`config.mk`:
```
export PLATFORM = sky130hd
export DESIGN_NAME = mips_core
export DESIGN_NICKNAME = d
export VERILOG_FILES = /design/src/verilog/mips_pkg.sv /design/src/verilog/pipe_ifs.sv /design/src/verilog/fetch_unit.sv /design/src/verilog/decode_unit.sv /design/src/verilog/regfile.sv /design/src/verilog/execute_unit.sv /design/src/verilog/mem_wb_unit.sv /design/src/verilog/mips_core.sv
export VERILOG_INCLUDE_DIRS = /design/src /design/src/verilog
export SDC_FILE = /design/constraint.sdc
export NUM_CORES = 2
export LEC_CHECK = 0
export BUFFER_PORTS_ARGS = -buffer_cell sky130_fd_sc_hd__buf_4
export CORE_MARGIN = 2
export CORE_UTILIZATION = 55
export DETAILED_ROUTE_END_ITERATION = 10
export PLACE_DENSITY_LB_ADDON = 0.15
export REMOVE_ABC_BUFFERS = 1
export SETUP_SLACK_MARGIN = 0.5
export SYNTH_ARGS = -nofsm -noshare
export SYNTH_HDL_FRONTEND = slang
export SYNTH_HIERARCHICAL = 1
export SYNTH_SLANG_ARGS = --single-unit
```
`constraint.sdc`:
```
create_clock -name clk_i -period 6.1 [get_ports clk_i]
set_input_delay 0 -clock clk_i [delete_from_list [all_inputs] [get_ports clk_i]]
set_output_delay 0 -clock clk_i [all_outputs]
set_load 0.02 [all_outputs]
```
`src/verilog/mips_defs.svh`:
```
`ifndef MIPS_DEFS_SVH
`define MIPS_DEFS_SVH

`define WORD_W   32
`define REG_AW   5
`define NUM_REGS 32
`define RESET_PC 32'h0000_0000

// Primary opcodes
`define OP_SPECIAL 6'h00
`define OP_J       6'h02
`define OP_BEQ     6'h04
`define OP_BNE     6'h05
`define OP_ADDIU   6'h09
`define OP_SLTI    6'h0a
`define OP_ANDI    6'h0c
`define OP_ORI     6'h0d
`define OP_XORI    6'h0e
`define OP_LUI     6'h0f
`define OP_LW      6'h23
`define OP_SW      6'h2b

// SPECIAL function codes
`define FN_SLL  6'h00
`define FN_SRL  6'h02
`define FN_ADDU 6'h21
`define FN_SUBU 6'h23
`define FN_AND  6'h24
`define FN_OR   6'h25
`define FN_XOR  6'h26
`define FN_NOR  6'h27
`define FN_SLT  6'h2a

`endif

```
`src/verilog/mips_pkg.sv`:
```
`default_nettype none
`include "mips_defs.svh"

package mips_pkg;

	typedef struct packed {
		logic [5:0]         op;
		logic [`REG_AW-1:0] rs;
		logic [`REG_AW-1:0] rt;
		logic [`REG_AW-1:0] rd;
		logic [4:0]         shamt;
		logic [5:0]         funct;
	} r_view_t;

	typedef struct packed {
		logic [5:0]         op;
		logic [`REG_AW-1:0] rs;
		logic [`REG_AW-1:0] rt;
		logic [15:0]        imm;
	} i_view_t;

	// One instruction word, register or immediate layout
	typedef union packed {
		r_view_t r;
		i_view_t i;
	} instr_u;

	typedef enum logic [3:0] {
		ALU_ADD,
		ALU_SUB,
		ALU_AND,
		ALU_OR,
		ALU_XOR,
		ALU_NOR,
		ALU_SLT,
		ALU_SLL,
		ALU_SRL,
		ALU_PASS_B
	} alu_op_e;

endpackage

`default_nettype wire

```
`src/verilog/pipe_ifs.sv`:
```
`timescale 1ns/10ps
`default_nettype none
`include "mips_defs.svh"

// Result of a later stage, offered back to decode
interface fwd_if;
	logic               wreg;
	logic [`REG_AW-1:0] waddr;
	logic [`WORD_W-1:0] wdata;
	// Only the execute copy can carry a load
	logic               is_load;

	modport src (
		output wreg,
		output waddr,
		output wdata,
		output is_load
	);

	modport snk (
		input wreg,
		input waddr,
		input wdata,
		input is_load
	);
endinterface

interface regrd_if;
	logic               re1;
	logic [`REG_AW-1:0] raddr1;
	logic [`WORD_W-1:0] rdata1;
	logic               re2;
	logic [`REG_AW-1:0] raddr2;
	logic [`WORD_W-1:0] rdata2;

	modport req (output re1, output raddr1, input rdata1,
		output re2, output raddr2, input rdata2);

	modport rsp (input re1, input raddr1, output rdata1,
		input re2, input raddr2, output rdata2);
endinterface

`default_nettype wire

```
`src/verilog/fetch_unit.sv`:
```
`timescale 1ns/10ps
`default_nettype none
`include "mips_defs.svh"

module fetch_unit (
	input  wire                clk_i,
	input  wire                arst_n_i,
	input  wire                stall_i,
	input  wire                branch_taken_i,
	input  wire  [`WORD_W-1:0] branch_target_i,
	input  wire  [`WORD_W-1:0] imem_rdata_i,
	output logic [`WORD_W-1:0] imem_addr_o,
	output logic [`WORD_W-1:0] id_pc_o,
	output mips_pkg::instr_u   id_instr_o
);

	logic [`WORD_W-1:0] pc_q;
	logic [`WORD_W-1:0] pc_next;

	// Address under fetch this cycle
	assign imem_addr_o = pc_q;

	// Branch seen in decode while pc_q fetches the delay slot
	always_comb begin
		if (stall_i) begin
			pc_next = pc_q;
		end else if (branch_taken_i) begin
			pc_next = branch_target_i;
		end else begin
			pc_next = pc_q + `WORD_W'd4;
		end
	end

	always_ff @(posedge clk_i or negedge arst_n_i) begin
		if (!arst_n_i) begin
			pc_q <= `RESET_PC;
		end else begin
			pc_q <= pc_next;
		end
	end

	// IF/ID, a NOP after reset
	always_ff @(posedge clk_i or negedge arst_n_i) begin
		if (!arst_n_i) begin
			id_pc_o    <= `RESET_PC;
			id_instr_o <= '0;
		end else if (!stall_i) begin
			id_pc_o    <= pc_q;
			id_instr_o <= imem_rdata_i;
		end
	end

endmodule

`default_nettype wire

```
`src/verilog/decode_unit.sv`:
```
`timescale 1ns/10ps
`default_nettype none
`include "mips_defs.svh"

module decode_unit (
	input  wire  [`WORD_W-1:0] id_pc_i,
	input  wire mips_pkg::instr_u id_instr_i,
	regrd_if.req               rd,
	fwd_if.snk                 ex_fwd,
	fwd_if.snk                 mem_fwd,
	output logic               stall_o,
	output logic               branch_taken_o,
	output logic [`WORD_W-1:0] branch_target_o,
	output mips_pkg::alu_op_e  alu_op_o,
	output logic [`WORD_W-1:0] opa_o,
	output logic [`WORD_W-1:0] opb_o,
	output logic               we_o,
	output logic [`REG_AW-1:0] waddr_o,
	output logic               is_load_o,
	output logic               is_store_o,
	output logic [`WORD_W-1:0] st_data_o
);
	import mips_pkg::*;

	logic [5:0]         op;
	logic [`REG_AW-1:0] rs;
	logic [`REG_AW-1:0] rt;
	logic [`WORD_W-1:0] imm_s;
	logic [`WORD_W-1:0] imm_z;
	logic [`WORD_W-1:0] pc_plus4;
	logic [25:0]        j_field;
	logic [`WORD_W-1:0] rs_val;
	logic [`WORD_W-1:0] rt_val;
	logic               dst_we;
	logic [`REG_AW-1:0] dst;

	assign op       = id_instr_i.i.op;
	assign rs       = id_instr_i.i.rs;
	assign rt       = id_instr_i.i.rt;
	assign imm_s    = {{16{id_instr_i.i.imm[15]}}, id_instr_i.i.imm};
	assign imm_z    = {16'h0000, id_instr_i.i.imm};
	assign pc_plus4 = id_pc_i + `WORD_W'd4;
	// Jump target spans everything below the opcode
	assign j_field  = {id_instr_i.r.rs, id_instr_i.r.rt, id_instr_i.r.rd,
		id_instr_i.r.shamt, id_instr_i.r.funct};

	assign rd.raddr1 = rs;
	assign rd.raddr2 = rt;

	// Execute wins over memory, register file last
	always_comb begin
		rs_val = rd.rdata1;
		if (ex_fwd.wreg && ex_fwd.waddr == rs && rs != '0) begin
			rs_val = ex_fwd.wdata;
		end else if (mem_fwd.wreg && mem_fwd.waddr == rs && rs != '0) begin
			rs_val = mem_fwd.wdata;
		end
		rt_val = rd.rdata2;
		if (ex_fwd.wreg && ex_fwd.waddr == rt && rt != '0) begin
			rt_val = ex_fwd.wdata;
		end else if (mem_fwd.wreg && mem_fwd.waddr == rt && rt != '0) begin
			rt_val = mem_fwd.wdata;
		end
	end

	always_comb begin
		alu_op_o   = ALU_ADD;
		opa_o      = rs_val;
		opb_o      = imm_s;
		rd.re1     = 1'b0;
		rd.re2     = 1'b0;
		dst_we     = 1'b0;
		dst        = rt;
		is_load_o  = 1'b0;
		is_store_o = 1'b0;
		case (op)
			`OP_SPECIAL: begin
				rd.re1 = 1'b1;
				rd.re2 = 1'b1;
				dst_we = 1'b1;
				dst    = id_instr_i.r.rd;
				opb_o  = rt_val;
				case (id_instr_i.r.funct)
					`FN_ADDU: alu_op_o = ALU_ADD;
					`FN_SUBU: alu_op_o = ALU_SUB;
					`FN_AND:  alu_op_o = ALU_AND;
					`FN_OR:   alu_op_o = ALU_OR;
					`FN_XOR:  alu_op_o = ALU_XOR;
					`FN_NOR:  alu_op_o = ALU_NOR;
					`FN_SLT:  alu_op_o = ALU_SLT;
					`FN_SLL, `FN_SRL: begin
						alu_op_o = (id_instr_i.r.funct == `FN_SLL) ? ALU_SLL : ALU_SRL;
						rd.re1   = 1'b0;
						opa_o    = {27'd0, id_instr_i.r.shamt};
					end
					default: dst_we = 1'b0;
				endcase
			end
			`OP_ADDIU, `OP_LW: begin
				rd.re1    = 1'b1;
				dst_we    = 1'b1;
				is_load_o = (op == `OP_LW);
			end
			`OP_SLTI: begin
				rd.re1   = 1'b1;
				dst_we   = 1'b1;
				alu_op_o = ALU_SLT;
			end
			`OP_ANDI, `OP_ORI, `OP_XORI: begin
				rd.re1   = 1'b1;
				dst_we   = 1'b1;
				opb_o    = imm_z;
				alu_op_o = (op == `OP_ANDI) ? ALU_AND : (op == `OP_ORI) ? ALU_OR : ALU_XOR;
			end
			`OP_LUI: begin
				dst_we   = 1'b1;
				alu_op_o = ALU_PASS_B;
				opb_o    = {id_instr_i.i.imm, 16'h0000};
			end
			`OP_SW: begin
				rd.re1     = 1'b1;
				rd.re2     = 1'b1;
				is_store_o = 1'b1;
			end
			`OP_BEQ, `OP_BNE: begin
				rd.re1 = 1'b1;
				rd.re2 = 1'b1;
			end
			default: begin
			end
		endcase
	end

	assign we_o      = dst_we && dst != '0;
	assign waddr_o   = dst;
	assign st_data_o = rt_val;

	// Load result not ready until memory stage
	assign stall_o = ex_fwd.is_load && ex_fwd.wreg &&
		((rd.re1 && ex_fwd.waddr == rs) || (rd.re2 && ex_fwd.waddr == rt));

	assign branch_taken_o = (op == `OP_J) ||
		(op == `OP_BEQ && rs_val == rt_val) ||
		(op == `OP_BNE && rs_val != rt_val);
	assign branch_target_o = (op == `OP_J) ? {pc_plus4[31:28], j_field, 2'b00} :
		pc_plus4 + {imm_s[29:0], 2'b00};

endmodule

`default_nettype wire

```
`src/verilog/regfile.sv`:
```
`timescale 1ns/10ps
`default_nettype none
`include "mips_defs.svh"

module regfile (
	input  wire                clk_i,
	input  wire                arst_n_i,
	regrd_if.rsp               rd,
	input  wire                wb_we_i,
	input  wire  [`REG_AW-1:0] wb_waddr_i,
	input  wire  [`WORD_W-1:0] wb_wdata_i,
	input  wire  [`REG_AW-1:0] dbg_raddr_i,
	output logic [`WORD_W-1:0] dbg_rdata_o
);

	logic [`WORD_W-1:0] regs [`NUM_REGS];

	always_ff @(posedge clk_i or negedge arst_n_i) begin
		if (!arst_n_i) begin
			for (int k = 0; k < `NUM_REGS; k++) begin
				regs[k] <= '0;
			end
		end else if (wb_we_i && wb_waddr_i != '0) begin
			regs[wb_waddr_i] <= wb_wdata_i;
		end
	end

	// Write in flight is seen by decode in the same cycle
	assign rd.rdata1 = (!rd.re1 || rd.raddr1 == '0) ? '0 :
		(wb_we_i && wb_waddr_i == rd.raddr1) ? wb_wdata_i : regs[rd.raddr1];
	assign rd.rdata2 = (!rd.re2 || rd.raddr2 == '0) ? '0 :
		(wb_we_i && wb_waddr_i == rd.raddr2) ? wb_wdata_i : regs[rd.raddr2];
	assign dbg_rdata_o = regs[dbg_raddr_i];

endmodule

`default_nettype wire

```
`src/verilog/execute_unit.sv`:
```
`timescale 1ns/10ps
`default_nettype none
`include "mips_defs.svh"

module execute_unit (
	input  wire                clk_i,
	input  wire                arst_n_i,
	input  wire                stall_i,
	input  wire mips_pkg::alu_op_e alu_op_i,
	input  wire  [`WORD_W-1:0] opa_i,
	input  wire  [`WORD_W-1:0] opb_i,
	input  wire                we_i,
	input  wire  [`REG_AW-1:0] waddr_i,
	input  wire                is_load_i,
	input  wire                is_store_i,
	input  wire  [`WORD_W-1:0] st_data_i,
	fwd_if.src                 ex_fwd,
	output logic [`WORD_W-1:0] mem_addr_o,
	output logic               is_store_o,
	output logic [`WORD_W-1:0] st_data_o
);
	import mips_pkg::*;

	alu_op_e            op_q;
	logic [`WORD_W-1:0] a_q;
	logic [`WORD_W-1:0] b_q;
	logic [`WORD_W-1:0] st_data_q;
	logic               we_q;
	logic [`REG_AW-1:0] waddr_q;
	logic               is_load_q;
	logic               is_store_q;
	logic [`WORD_W-1:0] result;

	// ID/EX control, bubble while decode waits
	always_ff @(posedge clk_i or negedge arst_n_i) begin
		if (!arst_n_i) begin
			we_q       <= 1'b0;
			waddr_q    <= '0;
			is_load_q  <= 1'b0;
			is_store_q <= 1'b0;
		end else begin
			we_q       <= we_i && !stall_i;
			waddr_q    <= waddr_i;
			is_load_q  <= is_load_i && !stall_i;
			is_store_q <= is_store_i && !stall_i;
		end
	end

	always_ff @(posedge clk_i) begin
		op_q      <= alu_op_i;
		a_q       <= opa_i;
		b_q       <= opb_i;
		st_data_q <= st_data_i;
	end

	always_comb begin
		case (op_q)
			ALU_ADD:    result = a_q + b_q;
			ALU_SUB:    result = a_q - b_q;
			ALU_AND:    result = a_q & b_q;
			ALU_OR:     result = a_q | b_q;
			ALU_XOR:    result = a_q ^ b_q;
			ALU_NOR:    result = ~(a_q | b_q);
			ALU_SLT:    result = {{(`WORD_W-1){1'b0}}, $signed(a_q) < $signed(b_q)};
			// Shift amount sits in operand a
			ALU_SLL:    result = b_q << a_q[4:0];
			ALU_SRL:    result = b_q >> a_q[4:0];
			ALU_PASS_B: result = b_q;
			default:    result = '0;
		endcase
	end

	assign ex_fwd.wreg    = we_q;
	assign ex_fwd.waddr   = waddr_q;
	assign ex_fwd.wdata   = result;
	assign ex_fwd.is_load = is_load_q;

	assign mem_addr_o = result;
	assign is_store_o = is_store_q;
	assign st_data_o  = st_data_q;

endmodule

`default_nettype wire

```
`src/verilog/mem_wb_unit.sv`:
```
`timescale 1ns/10ps
`default_nettype none
`include "mips_defs.svh"

module mem_wb_unit (
	input  wire                clk_i,
	input  wire                arst_n_i,
	input  wire                ex_we_i,
	input  wire  [`REG_AW-1:0] ex_waddr_i,
	input  wire                ex_is_load_i,
	input  wire  [`WORD_W-1:0] mem_addr_i,
	input  wire                is_store_i,
	input  wire  [`WORD_W-1:0] st_data_i,
	fwd_if.src                 mem_fwd,
	output logic [`WORD_W-1:0] dmem_addr_o,
	output logic               dmem_we_o,
	output logic [`WORD_W-1:0] dmem_wdata_o,
	input  wire  [`WORD_W-1:0] dmem_rdata_i,
	output logic               wb_we_o,
	output logic [`REG_AW-1:0] wb_waddr_o,
	output logic [`WORD_W-1:0] wb_wdata_o
);

	logic               we_q;
	logic [`REG_AW-1:0] waddr_q;
	logic               is_load_q;
	logic [`WORD_W-1:0] result;

	// EX/MEM, drives the data port directly
	always_ff @(posedge clk_i or negedge arst_n_i) begin
		if (!arst_n_i) begin
			we_q      <= 1'b0;
			waddr_q   <= '0;
			is_load_q <= 1'b0;
			dmem_we_o <= 1'b0;
		end else begin
			we_q      <= ex_we_i;
			waddr_q   <= ex_waddr_i;
			is_load_q <= ex_is_load_i;
			dmem_we_o <= is_store_i;
		end
	end

	always_ff @(posedge clk_i) begin
		dmem_addr_o  <= mem_addr_i;
		dmem_wdata_o <= st_data_i;
	end

	// Load data arrives within the cycle
	assign result = is_load_q ? dmem_rdata_i : dmem_addr_o;

	assign mem_fwd.wreg    = we_q;
	assign mem_fwd.waddr   = waddr_q;
	assign mem_fwd.wdata   = result;
	assign mem_fwd.is_load = 1'b0;

	// MEM/WB
	always_ff @(posedge clk_i or negedge arst_n_i) begin
		if (!arst_n_i) begin
			wb_we_o    <= 1'b0;
			wb_waddr_o <= '0;
		end else begin
			wb_we_o    <= we_q;
			wb_waddr_o <= waddr_q;
		end
	end

	always_ff @(posedge clk_i) begin
		wb_wdata_o <= result;
	end

endmodule

`default_nettype wire

```
`src/verilog/mips_core.sv`:
```
`timescale 1ns/10ps
`default_nettype none
`include "mips_defs.svh"

module mips_core (
	input  wire                clk_i,
	input  wire                arst_n_i,
	output logic [`WORD_W-1:0] imem_addr_o,
	input  wire  [`WORD_W-1:0] imem_rdata_i,
	output logic [`WORD_W-1:0] dmem_addr_o,
	output logic               dmem_we_o,
	output logic [`WORD_W-1:0] dmem_wdata_o,
	input  wire  [`WORD_W-1:0] dmem_rdata_i,
	input  wire  [`REG_AW-1:0] dbg_raddr_i,
	output logic [`WORD_W-1:0] dbg_rdata_o
);
	import mips_pkg::*;

	logic [`WORD_W-1:0] id_pc;
	instr_u             id_instr;
	logic               stall;
	logic               br_taken;
	logic [`WORD_W-1:0] br_target;

	// Decode to execute
	alu_op_e            de_alu_op;
	logic [`WORD_W-1:0] de_opa;
	logic [`WORD_W-1:0] de_opb;
	logic               de_we;
	logic [`REG_AW-1:0] de_waddr;
	logic               de_is_load;
	logic               de_is_store;
	logic [`WORD_W-1:0] de_st_data;

	// Execute to memory
	logic [`WORD_W-1:0] ex_mem_addr;
	logic               ex_is_store;
	logic [`WORD_W-1:0] ex_st_data;

	logic               wb_we;
	logic [`REG_AW-1:0] wb_waddr;
	logic [`WORD_W-1:0] wb_wdata;

	fwd_if   ex_fwd_bus ();
	fwd_if   mem_fwd_bus ();
	regrd_if rd_bus ();

	fetch_unit u_fetch (
		.clk_i(clk_i), .arst_n_i(arst_n_i), .stall_i(stall),
		.branch_taken_i(br_taken), .branch_target_i(br_target),
		.imem_rdata_i(imem_rdata_i), .imem_addr_o(imem_addr_o),
		.id_pc_o(id_pc), .id_instr_o(id_instr)
	);

	decode_unit u_decode (
		.id_pc_i(id_pc), .id_instr_i(id_instr), .rd(rd_bus),
		.ex_fwd(ex_fwd_bus), .mem_fwd(mem_fwd_bus), .stall_o(stall),
		.branch_taken_o(br_taken), .branch_target_o(br_target),
		.alu_op_o(de_alu_op), .opa_o(de_opa), .opb_o(de_opb),
		.we_o(de_we), .waddr_o(de_waddr), .is_load_o(de_is_load),
		.is_store_o(de_is_store), .st_data_o(de_st_data)
	);

	regfile u_regfile (
		.clk_i(clk_i), .arst_n_i(arst_n_i), .rd(rd_bus),
		.wb_we_i(wb_we), .wb_waddr_i(wb_waddr), .wb_wdata_i(wb_wdata),
		.dbg_raddr_i(dbg_raddr_i), .dbg_rdata_o(dbg_rdata_o)
	);

	execute_unit u_execute (
		.clk_i(clk_i), .arst_n_i(arst_n_i), .stall_i(stall),
		.alu_op_i(de_alu_op), .opa_i(de_opa), .opb_i(de_opb),
		.we_i(de_we), .waddr_i(de_waddr), .is_load_i(de_is_load),
		.is_store_i(de_is_store), .st_data_i(de_st_data), .ex_fwd(ex_fwd_bus),
		.mem_addr_o(ex_mem_addr), .is_store_o(ex_is_store), .st_data_o(ex_st_data)
	);

	mem_wb_unit u_mem_wb (
		.clk_i(clk_i), .arst_n_i(arst_n_i),
		.ex_we_i(ex_fwd_bus.wreg), .ex_waddr_i(ex_fwd_bus.waddr),
		.ex_is_load_i(ex_fwd_bus.is_load), .mem_addr_i(ex_mem_addr),
		.is_store_i(ex_is_store), .st_data_i(ex_st_data), .mem_fwd(mem_fwd_bus),
		.dmem_addr_o(dmem_addr_o), .dmem_we_o(dmem_we_o),
		.dmem_wdata_o(dmem_wdata_o), .dmem_rdata_i(dmem_rdata_i),
		.wb_we_o(wb_we), .wb_waddr_o(wb_waddr), .wb_wdata_o(wb_wdata)
	);

endmodule

`default_nettype wire

```
==> impl_metrics.py <==
metrics = {
    "routing": {
        "routedWlPerCell_um": 35.3,
        "drt_iter0_markers": 8814,
        "drc": 0,
        "wl_um": 331000,
        "ant_nets": 0,
        "vias": 68600,
        "drt-pass1-iter-count": 9,
        "via_per_inst": 7.31,
    },
    "final_layout": {
        "layout-drive-gt1-share": 0.462,
        "layout_commonest_cell": "mux2_2",
        "layout_common_cells": "mux2_2 (1161), dfrtp_1 (1132), mux4_2 (854)",
        "final_area_um2": 100000,
        "postLayoutCoreUtil": 0.637,
        "instances_no_fill": 9386,
        "n_fill_cell": 12000,
        "final_nets": 7389,
        "area_growth_syn_to_layout_pct": 15.3,
    },
    "logic_synthesis": {
        "syn_area_um2": 87200,
        "netlist_instances": 6886,
        "yosysWarnings": 6,
        "syn_area_per_cell_um2": 12.7,
    },
    "clock_tree": {
        "root_buffer": "clkbuf_16",
        "cts.sinks": 1338,
        "clock_latency_ns": 0.80,
        "cts.clk_slew.worst_paths_ns": 0.06,
        "cts_buffer_depth": 3,
        "cts_buffers": 153,
        "cts_tree": "done",
        "cts_htree_levels": 4,
    },
    "worst_setup_path": {
        "reg2regPathDepth": 35,
        "max_stage_delay_ns": 0.55,
        "slowest_stage": "or4_4",
        "cpMostUsedCell": "buf_4",
        "critPathLaunchType": "register",
        "cp_max_fo": 5,
        "crit_type": "register to register",
        "worstPathArrival_ns": 6.38,
        "required_ns": 6.74,
        "cp-end-kind": "register",
    },
    "timing": {
        "max_slew.worst_pin.slew_ns": 1.28,
        "fin_skew_ns": 0.0303,
        "fin_crit_sh": 0.940,
        "rsz0062_at_grt": "yes",
        "finalSetupTns_ns": 0,
        "slew_viol_final": 0,
        "timing.slew.headroom": 0.145,
        "fin_hold_ws_ns": 0.0340,
        "setup_viol": 0,
        "max_freq_mhz": 174,
        "hold_viol": 0,
        "min_period_ns": 5.74,
    },
    "floorplanning": {
        "num_io_pins": 200,
        "die_h_um": 402,
        "rows": 146,
        "die-area_um2": 162000,
        "coreArea_um2": 158000,
        "die_x_um": 402,
        "start_util": 0.552,
    },
    "power_and_ir_drop": {
        "seqPwrFrac": 0.393,
        "combPwrFrac": 0.260,
        "peakVddDrop_v": 0.000292,
        "internal_power_w": 0.0192,
        "p_per_area_nw_per_um2": 280,
        "clockPowerShare": 0.347,
        "power.leakage_nw": 43.1,
        "switching_share": 0.320,
        "p_switching_w": 0.00903,
    },
    "hold_path": {
        "holdPathStages": 3,
        "hp-class": "primary input to register",
    },
    "placement": {
        "dp.cells": 8962,
        "dp_hpwl_um": 219000,
        "place.gp.congestion": 1.04,
        "dpl_cell_area_um2": 93100,
        "io_buffers": 199,
    },
    "outcome": {
        "status": "complete, no violations",
    },
    "global_route": {
        "antenna_found_initial": 17,
        "grt_pass1_wl_um": 479000,
        "grt_pass1_vias": 67300,
        "grt_usage": 0.406,
        "gr-total-overflow": 0,
        "grt_max_degree": 158,
    },
    "flow_run": {
        "maxCapViolCount": 0,
    },
}
[critical path, delay by kind of cell (launching register included)]
family,cells,cell delay (ns)
flops,1,0.39
mux,1,0.18
compound gates,7,0.91
simple gates,4,1.08
buf+inv,21,2.55
fa+ha+maj,2,0.50
[power by group through the flow]
stage / logic (W) / clock network (W) / registers (W)
floorplan: 0.00421 / 0 / 0.0112
global placement: 0.00694 / 0 / 0.0111
detailed placement: 0.00701 / 0 / 0.0112
CTS: 0.00715 / 0.00988 / 0.0110
global route: 0.00773 / 0.0103 / 0.0112
finish: 0.00733 / 0.00978 / 0.0111
[metrics by stage]
stage	worst slack, ns	total power, W
detailed placement	-0.134	0.0182
finish	0.364	0.0282
global placement	-0.0989	0.0180
global route	0.222	0.0292
CTS	0.484	0.0280
floorplan	-10.74	0.0154
[sequential cells by signal, summed over array words and instances (netlist names), 32 cells and up]
register / flops
u_mem_wb/dmem_addr_o: 32
u_execute/b_q: 32
u_fetch/id_instr_o: 32
u_execute/st_data_o: 32
u_regfile/regs: 1024
u_mem_wb/dmem_wdata_o: 32
u_mem_wb/wb_wdata_o: 32
u_fetch/id_pc_o: 32
u_fetch/imem_addr_o: 32
u_execute/a_q: 32
[layer usage]
layer	wire (µm)	global-route usage	vias up	share of wire
met5	47	0	-	0.00014
met4	22400	0.228	8	0.068
met3	36400	0.107	1094	0.11
met2	149000	0.611	4509	0.45
met1	124000	0.538	35500	0.37
li1	-	-	27600	-
[layout make-up]
cell class	instances	area (µm²)	share of cell area
antenna	8	20.0	0.000199
clock buffer	219	4480	0.0446
clock inverter	60	841	0.00837
inverter	122	460	0.00458
multi-input combinational	4683	51800	0.515
sequential	1338	32500	0.324
tap	2072	2590	0.0258
timing repair buffer	884	7750	0.0771
[final timing paths]
kind,startpoint,to,slack (ns)
worst min register to register,u_execute/st_data_o[30],u_mem_wb/dmem_wdata_o[30],0.32
worst max-delay path,u_execute/a_q[0],u_execute/a_q[30],0.36
worst max register to register,u_execute/a_q[0],u_execute/a_q[30],0.36
min in group asynchronous,arst_n_i,u_regfile/regs[717],0.46
max in group asynchronous,arst_n_i,u_regfile/regs[832],4.55
worst min-delay path,dmem_rdata_i[5],u_mem_wb/wb_wdata_o[5],0.03
[repair_timing]
item                       in CTS  in global routing
gates cloned                    0                  2
pin swaps                      30                 28
hold buffers                   95                  0
resized for setup              88                 52
buffers inserted               23                 17
hold endpoints to repair      537                  0
setup endpoints to repair      32                 33
(Power assumes the default switching activity.)
